<file path="config.mk">
export PLATFORM = sky130hd
export DESIGN_NAME = fetch_top
export DESIGN_NICKNAME = d
export VERILOG_FILES = /design/src/hdl/fetch_pkg.sv /design/src/hdl/fetch_top.sv /design/src/hdl/fetch_ctrl.sv /design/src/hdl/next_pc_unit.sv /design/src/hdl/branch_predictor.sv /design/src/hdl/wait_timer.sv
export SDC_FILE = /design/constraint.sdc
export NUM_CORES = 1
export LEC_CHECK = 0
export BUFFER_PORTS_ARGS = -buffer_cell sky130_fd_sc_hd__buf_2
export CAP_MARGIN = 20
export CELL_PAD_IN_SITES_DETAIL_PLACEMENT = 1
export CELL_PAD_IN_SITES_GLOBAL_PLACEMENT = 1
export CORE_ASPECT_RATIO = 0.7
export CORE_MARGIN = 4
export CORE_UTILIZATION = 56
export CTS_BUF_LIST = sky130_fd_sc_hd__clkbuf_4
export DETAILED_ROUTE_END_ITERATION = 6
export PLACE_DENSITY_LB_ADDON = 0.2
export SLEW_MARGIN = 20
export SYNTH_ARGS = -nofsm -noshare
export SYNTH_HDL_FRONTEND = slang
export SYNTH_SLANG_ARGS = --single-unit
</file>
<file path="constraint.sdc">
create_clock -name CLK -period 8.7 [get_ports CLK]
set_input_delay 0.87 -clock CLK [delete_from_list [all_inputs] [get_ports CLK]]
set_output_delay 0.87 -clock CLK [all_outputs]
set_load 0.03 [all_outputs]
</file>
<file path="src/hdl/fetch_pkg.sv">
package fetch_pkg;

    ////////////////////////////////////////////////
    // Data path sizes
    ////////////////////////////////////////////////

    // Data and word address width
    localparam int XLEN = 16;
    // Predictor table, indexed by low PC bits
    localparam int PRED_IDX_W = 8;
    localparam int PRED_DEPTH = 256;

    // PC after reset and sequential step
    localparam logic [XLEN-1:0] RESET_PC = '0;
    localparam logic [XLEN-1:0] PC_INC = 1;

    // Opcodes in instr[15:11]
    localparam logic [4:0] OPC_JUMP = 5'b00010;
    localparam logic [4:0] OPC_BRANCH = 5'b00011;

    // Wait-state watchdog
    localparam int TIMER_W = 5;
    localparam logic [TIMER_W-1:0] WB_TIMEOUT = 5'd16;

    // Fetch FSM encoding
    localparam int FSM_W = 2;
    localparam logic [FSM_W-1:0] ST_START = 2'd0;
    localparam logic [FSM_W-1:0] ST_REQ = 2'd1;
    localparam logic [FSM_W-1:0] ST_ISSUE = 2'd2;
    localparam logic [FSM_W-1:0] ST_ERROR = 2'd3;

    ////////////////////////////////////////////////
    // Instruction word, two decodings of one word
    ////////////////////////////////////////////////

    // Jump format, long immediate
    typedef struct packed {
        logic [4:0] opcode;
        logic [10:0] imm11;
    } jump_fmt_t;

    // Branch format, register select unused by fetch
    typedef struct packed {
        logic [4:0] opcode;
        logic [2:0] rsel;
        logic [7:0] imm8;
    } branch_fmt_t;

    typedef union packed {
        jump_fmt_t jmp;
        branch_fmt_t br;
    } instr_word_u;

endpackage
</file>
<file path="src/hdl/fetch_top.sv">
`timescale 1ns/1ns

module fetch_top (
    input  logic CLK,
    input  logic RST,
    // Wishbone classic master
    output logic wb_cyc_o,
    output logic wb_stb_o,
    output logic [fetch_pkg::XLEN-1:0] wb_adr_o,
    output logic wb_we_o,
    input  logic [fetch_pkg::XLEN-1:0] wb_dat_i,
    input  logic wb_ack_i,
    // Resolve from execute
    input  logic stall_i,
    input  logic jr_i,
    input  logic [fetch_pkg::XLEN-1:0] address_jr_i,
    input  logic prewrong_i,
    // Issue to decode
    output logic [fetch_pkg::XLEN-1:0] instr_o,
    output logic [fetch_pkg::XLEN-1:0] pc_o,
    output logic [fetch_pkg::XLEN-1:0] pcplus1_o,
    output logic pred_taken_o,
    output logic valid_o,
    output logic bus_err_o
);

    // Control strobes
    logic timer_run;
    logic timer_clr;
    logic timeout;
    logic pc_advance;
    logic instr_load;

    // Data path
    logic [fetch_pkg::XLEN-1:0] pc;
    logic [fetch_pkg::XLEN-1:0] instr;
    logic pred_bit;
    logic [fetch_pkg::PRED_IDX_W-1:0] lookup_idx;
    logic update;
    logic [fetch_pkg::PRED_IDX_W-1:0] update_idx;

    ////////////////////////////////////////////////
    // Control
    ////////////////////////////////////////////////

    fetch_ctrl u_ctrl (
        .CLK          (CLK),
        .RST          (RST),
        .wb_ack_i     (wb_ack_i),
        .stall_i      (stall_i),
        .timeout_i    (timeout),
        .wb_cyc_o     (wb_cyc_o),
        .wb_stb_o     (wb_stb_o),
        .valid_o      (valid_o),
        .instr_load_o (instr_load),
        .pc_advance_o (pc_advance),
        .timer_run_o  (timer_run),
        .timer_clr_o  (timer_clr),
        .bus_err_o    (bus_err_o)
    );

    wait_timer u_timer (
        .CLK       (CLK),
        .RST       (RST),
        .run_i     (timer_run),
        .clr_i     (timer_clr),
        .timeout_o (timeout)
    );

    ////////////////////////////////////////////////
    // Data path
    ////////////////////////////////////////////////

    branch_predictor u_pred (
        .CLK          (CLK),
        .RST          (RST),
        .lookup_idx_i (lookup_idx),
        .update_i     (update),
        .update_idx_i (update_idx),
        .pred_o       (pred_bit)
    );

    next_pc_unit u_npc (
        .CLK          (CLK),
        .RST          (RST),
        .instr_load_i (instr_load),
        .pc_advance_i (pc_advance),
        .wb_dat_i     (wb_dat_i),
        .pred_bit_i   (pred_bit),
        .jr_i         (jr_i),
        .address_jr_i (address_jr_i),
        .prewrong_i   (prewrong_i),
        .pc_o         (pc),
        .pcplus1_o    (pcplus1_o),
        .instr_o      (instr),
        .pred_taken_o (pred_taken_o),
        .lookup_idx_o (lookup_idx),
        .update_o     (update),
        .update_idx_o (update_idx)
    );

    // Read-only master, address is the fetch PC
    assign wb_adr_o = pc;
    assign wb_we_o = 1'b0;
    assign pc_o = pc;
    assign instr_o = instr;

endmodule

</file>
<file path="src/hdl/fetch_ctrl.sv">
`timescale 1ns/1ns

module fetch_ctrl (
    input  logic CLK,
    input  logic RST,
    input  logic wb_ack_i,
    input  logic stall_i,
    input  logic timeout_i,
    output logic wb_cyc_o,
    output logic wb_stb_o,
    output logic valid_o,
    output logic instr_load_o,
    output logic pc_advance_o,
    output logic timer_run_o,
    output logic timer_clr_o,
    output logic bus_err_o
);

    // Current and next FSM state
    logic [fetch_pkg::FSM_W-1:0] state_q;
    logic [fetch_pkg::FSM_W-1:0] state_d;

    // State decodes
    logic in_req;
    logic in_issue;
    logic in_error;

    // Handshake events
    logic accept;
    logic bus_done;

    ////////////////////////////////////////////////
    // State register
    ////////////////////////////////////////////////

    // START holds for one cycle after reset release
    always_ff @(posedge CLK or negedge RST) begin
        if (!RST) begin
            state_q <= fetch_pkg::ST_START;
        end else begin
            state_q <= state_d;
        end
    end

    assign in_req = (state_q == fetch_pkg::ST_REQ);
    assign in_issue = (state_q == fetch_pkg::ST_ISSUE);
    assign in_error = (state_q == fetch_pkg::ST_ERROR);

    // Word arrives, ack wins over a late timeout
    assign bus_done = in_req && wb_ack_i;
    // Decode takes the word
    assign accept = in_issue && !stall_i;

    ////////////////////////////////////////////////
    // Next state
    ////////////////////////////////////////////////

    always_comb begin
        state_d = state_q;
        case (state_q)
            fetch_pkg::ST_START: begin
                state_d = fetch_pkg::ST_REQ;
            end
            fetch_pkg::ST_REQ: begin
                if (wb_ack_i) begin
                    state_d = fetch_pkg::ST_ISSUE;
                end else if (timeout_i) begin
                    // Abort the cycle, no retry
                    state_d = fetch_pkg::ST_ERROR;
                end
            end
            fetch_pkg::ST_ISSUE: begin
                // Held here under back-pressure
                if (!stall_i) begin
                    state_d = fetch_pkg::ST_REQ;
                end
            end
            fetch_pkg::ST_ERROR: begin
                // Only reset leaves this state
                state_d = fetch_pkg::ST_ERROR;
            end
            default: begin
                state_d = fetch_pkg::ST_START;
            end
        endcase
    end

    ////////////////////////////////////////////////
    // Outputs
    ////////////////////////////////////////////////

    // Classic cycle, cyc and stb move together
    assign wb_cyc_o = in_req;
    assign wb_stb_o = in_req;

    // Latch strobe in the ack cycle
    assign instr_load_o = bus_done;
    // Issue valid from the cycle after ack
    assign valid_o = in_issue;
    // PC step on acceptance
    assign pc_advance_o = accept;

    // Watchdog counts only during a bus cycle
    assign timer_run_o = in_req;
    assign timer_clr_o = !in_req;

    // Sticky through the error state
    assign bus_err_o = in_error;

endmodule

</file>
<file path="src/hdl/next_pc_unit.sv">
`timescale 1ns/1ns

module next_pc_unit (
    input  logic CLK,
    input  logic RST,
    input  logic instr_load_i,
    input  logic pc_advance_i,
    input  logic [fetch_pkg::XLEN-1:0] wb_dat_i,
    input  logic pred_bit_i,
    input  logic jr_i,
    input  logic [fetch_pkg::XLEN-1:0] address_jr_i,
    input  logic prewrong_i,
    output logic [fetch_pkg::XLEN-1:0] pc_o,
    output logic [fetch_pkg::XLEN-1:0] pcplus1_o,
    output logic [fetch_pkg::XLEN-1:0] instr_o,
    output logic pred_taken_o,
    output logic [fetch_pkg::PRED_IDX_W-1:0] lookup_idx_o,
    output logic update_o,
    output logic [fetch_pkg::PRED_IDX_W-1:0] update_idx_o
);

    // Fetch PC, also the bus address
    logic [fetch_pkg::XLEN-1:0] pc_q;
    // PC the latched word came from
    logic [fetch_pkg::XLEN-1:0] pc_lock_q;
    // Word from the ack cycle
    fetch_pkg::instr_word_u instr_q;

    logic is_jump;
    logic is_branch;
    logic pred_taken;
    logic [fetch_pkg::XLEN-1:0] ext_imm;
    logic [fetch_pkg::XLEN-1:0] pcplus1;
    logic [fetch_pkg::XLEN-1:0] pcplusimm;
    logic [fetch_pkg::XLEN-1:0] pc_next;

    ////////////////////////////////////////////////
    // Latched copies
    ////////////////////////////////////////////////

    // Word and its PC captured together on ack
    always_ff @(posedge CLK) begin
        if (instr_load_i) begin
            instr_q <= wb_dat_i;
            pc_lock_q <= pc_q;
        end
    end

    // PC moves only when decode takes the word
    always_ff @(posedge CLK or negedge RST) begin
        if (!RST) begin
            pc_q <= fetch_pkg::RESET_PC;
        end else if (pc_advance_i) begin
            pc_q <= pc_next;
        end
    end

    ////////////////////////////////////////////////
    // Decode and target
    ////////////////////////////////////////////////

    assign is_jump = (instr_q.jmp.opcode == fetch_pkg::OPC_JUMP);
    assign is_branch = (instr_q.br.opcode == fetch_pkg::OPC_BRANCH);

    // imm11 for jumps, imm8 for every other format
    always_comb begin
        if (is_jump) begin
            ext_imm = {{(fetch_pkg::XLEN-11){instr_q.jmp.imm11[10]}}, instr_q.jmp.imm11};
        end else begin
            ext_imm = {{(fetch_pkg::XLEN-8){instr_q.br.imm8[7]}}, instr_q.br.imm8};
        end
    end

    assign pcplus1 = pc_q + fetch_pkg::PC_INC;
    assign pcplusimm = pcplus1 + ext_imm;

    // Jumps always taken, branches follow the table
    assign pred_taken = is_jump || (is_branch && pred_bit_i);

    ////////////////////////////////////////////////
    // Next PC select
    ////////////////////////////////////////////////

    always_comb begin
        if (jr_i) begin
            pc_next = address_jr_i;
        end else if (prewrong_i) begin
            // Mispredict, take the path not predicted
            pc_next = pred_taken ? pcplus1 : pcplusimm;
        end else begin
            pc_next = pred_taken ? pcplusimm : pcplus1;
        end
    end

    // Issue outputs
    assign pc_o = pc_q;
    assign pcplus1_o = pcplus1;
    assign instr_o = instr_q;
    assign pred_taken_o = pred_taken;

    // Predictor lookup and training
    assign lookup_idx_o = pc_q[fetch_pkg::PRED_IDX_W-1:0];
    assign update_o = pc_advance_i && prewrong_i;
    assign update_idx_o = pc_lock_q[fetch_pkg::PRED_IDX_W-1:0];

endmodule

</file>
<file path="src/hdl/branch_predictor.sv">
`timescale 1ns/1ns

module branch_predictor (
    input  logic CLK,
    input  logic RST,
    input  logic [fetch_pkg::PRED_IDX_W-1:0] lookup_idx_i,
    input  logic update_i,
    input  logic [fetch_pkg::PRED_IDX_W-1:0] update_idx_i,
    output logic pred_o
);

    // One bit per entry, 1 means taken
    logic [fetch_pkg::PRED_DEPTH-1:0] table_q;

    ////////////////////////////////////////////////
    // Table update
    ////////////////////////////////////////////////

    // Whole table starts not-taken
    // Entry flips on a reported mispredict
    always_ff @(posedge CLK or negedge RST) begin
        if (!RST) begin
            table_q <= '0;
        end else if (update_i) begin
            table_q[update_idx_i] <= !table_q[update_idx_i];
        end
    end

    ////////////////////////////////////////////////
    // Lookup
    ////////////////////////////////////////////////

    // Combinational read at the fetch PC
    // Aliasing above the index bits is intended
    assign pred_o = table_q[lookup_idx_i];

endmodule

</file>
<file path="src/hdl/wait_timer.sv">
`timescale 1ns/1ns

module wait_timer (
    input  logic CLK,
    input  logic RST,
    input  logic run_i,
    input  logic clr_i,
    output logic timeout_o
);

    // Wait cycles seen in the current bus cycle
    logic [fetch_pkg::TIMER_W-1:0] count_q;
    logic at_limit;

    ////////////////////////////////////////////////
    // Saturating wait counter
    ////////////////////////////////////////////////

    assign at_limit = (count_q == fetch_pkg::WB_TIMEOUT);

    always_ff @(posedge CLK or negedge RST) begin
        if (!RST) begin
            count_q <= '0;
        end else if (clr_i) begin
            // New bus cycle starts from zero
            count_q <= '0;
        end else if (run_i && !at_limit) begin
            count_q <= count_q + 1'b1;
        end
    end

    // Held high once the limit is reached
    assign timeout_o = at_limit;

endmodule

</file>
==> reports/qor.yml <==
total_switching_power_uw: 1410
layout.nets: 1647
setup-tns-final_ns: 0
sw_frac_of_total_pct: 36.7
h-tree-depth: 3
grt_use_met1_pct: 46.8
power.leakage_uw: 0.00883
final_layout_size_suffix_gt1_share_pct: 37.6
finalWeightedCongestion: 0.830
finish.instance_area_sq_um: 19900
initial_antenna_violation_count: 3
buffer_ports.inserted: 106
post-place-ws_ns: 3.79
layout_setup_ws_ns: 3.05
postCtsHoldBufs: 0
die_area_sq_um: 35500
setup.worst_path.end_class: "output port"
cts_made_buffers: 79
postSynthNetCount: 1558
post_detail_place_hpwl_um: 37800
r2r_cells: 10
outcome: "finished clean"
timing.rr.start: "u_npc.pc_o[1]"
critPathMostFrequentCell: "sky130_fd_sc_hd__mux4_2"
grtUsageMet2_pct: 50.2
netlist_area_sq_um: 18200
synth.ff_latch_count: 303
cts_tree: "built"
unrepaired_setup_endpoints_after_global_routing: "false"
clock.fmax_ghz: 0.177
worstPathMaxFanout: 47
timing.max_slew.rel_slack_pct: 22.7
r2r_setup_slack_ns: 3.60
holdCritPathClass: "in2async"
synth.avg_cell_area_sq_um: 12.1
final_common_cell: "sky130_fd_sc_hd__dfrtp_1"
timing.final.crit_share_pct: 65.0
top_usage_layer: "met2"
post-route-drc-count: 0
max_cap_viol_count: 0
irDropWorstVdd_mv: 0.149
row_count: 54
die_w_um: 224
pwr-share-clk_pct: 33.3
antenna_violating_nets_remaining: 0
gr-usage-met3_pct: 7.68
setup_viol: 0
via_per_inst: 6.69
synthFlopType: "sky130_fd_sc_hd__dfrtp_1"
worst_path_max_delay_cell: "sky130_fd_sc_hd__dfrtp_4"
grt_pass1_vias: 14886
reg2reg_to: "u_npc.pc_o[14]"
clock_skew_ns: 0.0637
first_pass_iters: 5
critical_path_arrival_ns: 4.78
worst_path_largest_cell_delay_ns: 0.90
synth.yosys.seq_area_share_pct: 42.3
chipHeight_um: 159
grt_max_degree: 257
dr_total_vias: 13819
postSynthCellCount: 1501
async_flop_share_pct: 92.1
synth_warnings: 0
area_delta_synth_final_pct: 9.21
post_cts_resize_count: 0
critPathKind: "reg2out"
post_dp_cell_area_sq_um: 18900
post_synth_num_cell_types: 70
clk-insertion-delay-late_ns: 0.80
total_power_uw: 3830
io_pins: 108
critical_path.startpoint_type: "register"
timing_hold_violations_final: 0
postCtsSetupRepairBufs: 0
grt_first_pass_wirelength_um: 90600
power-per-cell-area_nw_per_um2: 193
layout.cells.most_common_list: "277 x sky130_fd_sc_hd__dfrtp_1, 206 x sky130_fd_sc_hd__nand2_1, 189 x sky130_fd_sc_hd__mux2_2, 143 x sky130_fd_sc_hd__mux4_2, 136 x sky130_fd_sc_hd__nor2_1"
grt_overflow: 0
period_needed_ns: 5.65
core-area_sq_um: 31600
crit_buf_inv: 2
crit_family: "multiplexers"
average_routed_wire_per_standard_cell_um: 27.9
combinationalPowerShare_pct: 25.4
fin_util_pct: 62.9
crit_path_cell_trace: "buf_4 > mux4_2 > mux2_2 > mux4_2 > a211oi_1 > a2111oi_1 > or3_1 > buf_2"
clk_pin_slew_worst_paths_ns: 0.08
ctsLongestPathBuffers: 3
post_synth_edffs: 24
power_report.internal_total_uw: 2420
slew_violations: 0
worstPathRequired_ns: 7.83
worst_pin_slew_ns: 1.15
detail_route.iter0.violations: 1530
share_seq_of_total_power_pct: 41.3
clock_sinks: 303
grt_usage_pct: 32.8
drt_wirelength_um: 57700
start_util_pct: 57.6
root_buffer: "sky130_fd_sc_hd__clkbuf_4"
==> power by group through the flow <==
stage | logic [uW] | registers, uW | clock network, uW
after floorplan | 681 | 1590 | 0
after global placement | 935 | 1600 | 0
after detailed placement | 955 | 1610 | 0
after CTS | 964 | 1580 | 1300
after global routing | 1030 | 1590 | 1380
final | 975 | 1580 | 1280
==> layout make-up <==
class                           instances  area, sq um
Clock inverter                         16         95.1
Timing Repair Buffer                  136          816
Fill cell                            3219        11700
Clock buffer                          118          886
Antenna cell                            2         5.00
Multi-Input combinational cell       1052         9790
Tap cell                              420          526
Sequential cell                       303         7710
Inverter                               18         67.6
==> registers in the layout (all words and copies together), names as in the netlist <==
name	count
u_timer.count_q	5
u_ctrl.state_q	2
u_pred.table_q	256
u_npc.pc_o	16
u_npc.instr_o	16
u_npc.pc_lock_q	8
==> through the flow <==
stage,hold WS [ns],std cells
6_report,0.199,2065
5_1_grt,0.208,2065
4_1_cts,0.202,2063
3_5_place_dp,0.492,1929
3_3_place_gp,0.487,1929
2_1_floorplan,0.470,1501
==> synthesized netlist by cell type, types with 3 or more instances <==
cell type | instances | area (sq um)
sky130_fd_sc_hd__o21ai_1 | 8 | 40.0
sky130_fd_sc_hd__or3_1 | 4 | 25.0
sky130_fd_sc_hd__ha_1 | 18 | 225
sky130_fd_sc_hd__inv_1 | 17 | 63.8
sky130_fd_sc_hd__nand2b_1 | 13 | 81.3
sky130_fd_sc_hd__mux2_1 | 75 | 845
sky130_fd_sc_hd__buf_2 | 35 | 175
sky130_fd_sc_hd__nor2b_1 | 20 | 125
sky130_fd_sc_hd__xor2_1 | 7 | 61.3
sky130_fd_sc_hd__a211oi_1 | 4 | 30.0
sky130_fd_sc_hd__mux2_2 | 189 | 2130
sky130_fd_sc_hd__clkbuf_1 | 53 | 199
sky130_fd_sc_hd__edfxtp_1 | 24 | 721
sky130_fd_sc_hd__o22ai_1 | 6 | 37.5
sky130_fd_sc_hd__nand2_1 | 206 | 773
sky130_fd_sc_hd__buf_6 | 8 | 90.1
sky130_fd_sc_hd__nand3_1 | 24 | 120
sky130_fd_sc_hd__o221ai_1 | 3 | 26.3
sky130_fd_sc_hd__a221oi_1 | 3 | 26.3
sky130_fd_sc_hd__a22oi_1 | 11 | 82.6
sky130_fd_sc_hd__and2_1 | 4 | 25.0
sky130_fd_sc_hd__a21oi_1 | 27 | 135
sky130_fd_sc_hd__mux4_2 | 143 | 3220
sky130_fd_sc_hd__buf_4 | 23 | 173
sky130_fd_sc_hd__mux2i_1 | 23 | 230
sky130_fd_sc_hd__buf_1 | 6 | 22.5
sky130_fd_sc_hd__o21ai_0 | 16 | 80.1
sky130_fd_sc_hd__mux4_1 | 3 | 78.8
sky130_fd_sc_hd__nor2_1 | 144 | 541
sky130_fd_sc_hd__and3_1 | 10 | 62.6
sky130_fd_sc_hd__xnor2_1 | 24 | 210
sky130_fd_sc_hd__nor3_1 | 13 | 65.1
sky130_fd_sc_hd__dfrtp_1 | 279 | 6980
sky130_fd_sc_hd__nand4_1 | 10 | 62.6
==> layer usage <==
layer / routed length (um) / share of wire (%)
met5: 16 / 0.028
met4: 1770 / 3.1
met3: 5180 / 9.0
met2: 26800 / 46
met1: 23900 / 41
==> cells by family after synthesis <==
logic type | share of synthesized area [%]
multiplexers | 35.7
other | 0.0206
AND/OR/NAND/NOR | 11.1
XOR/XNOR | 1.49
AO/OA/AOI/OAI | 3.81
flip-flops | 42.3
adder cells (fa/ha/maj) | 1.35
buffers and inverters | 4.29
==> worst max path at each step <==
stage	from	end	depth (start not counted)	slack [ns]
after global placement	u_npc.pc_o[1]	u_npc.pc_o[3]	10	3.95
after floorplan	u_npc.pc_o[0]	u_npc.pc_o[14]	16	4.68
after global routing	u_npc.pc_o[1]	pred_taken_o	8	2.93
final	u_npc.pc_o[1]	pred_taken_o	8	3.05
after detailed placement	u_npc.pc_o[1]	u_npc.pc_o[3]	10	3.79
after CTS	u_npc.pc_o[1]	pred_taken_o	8	3.08
==> worst reg2reg max path, cell delays in order, from the launching register on <==
cell                        delay [ns]
sky130_fd_sc_hd__dfrtp_4          0.90
sky130_fd_sc_hd__buf_4            0.58
sky130_fd_sc_hd__mux4_2           0.42
sky130_fd_sc_hd__mux2_2           0.28
sky130_fd_sc_hd__mux4_2           0.54
sky130_fd_sc_hd__a211oi_1         0.45
sky130_fd_sc_hd__a2111oi_1        0.19
sky130_fd_sc_hd__nor4_4           0.39
sky130_fd_sc_hd__or2_1            0.75
sky130_fd_sc_hd__mux2i_1          0.34
sky130_fd_sc_hd__o22ai_1          0.12
(Power assumes the default switching activity.)
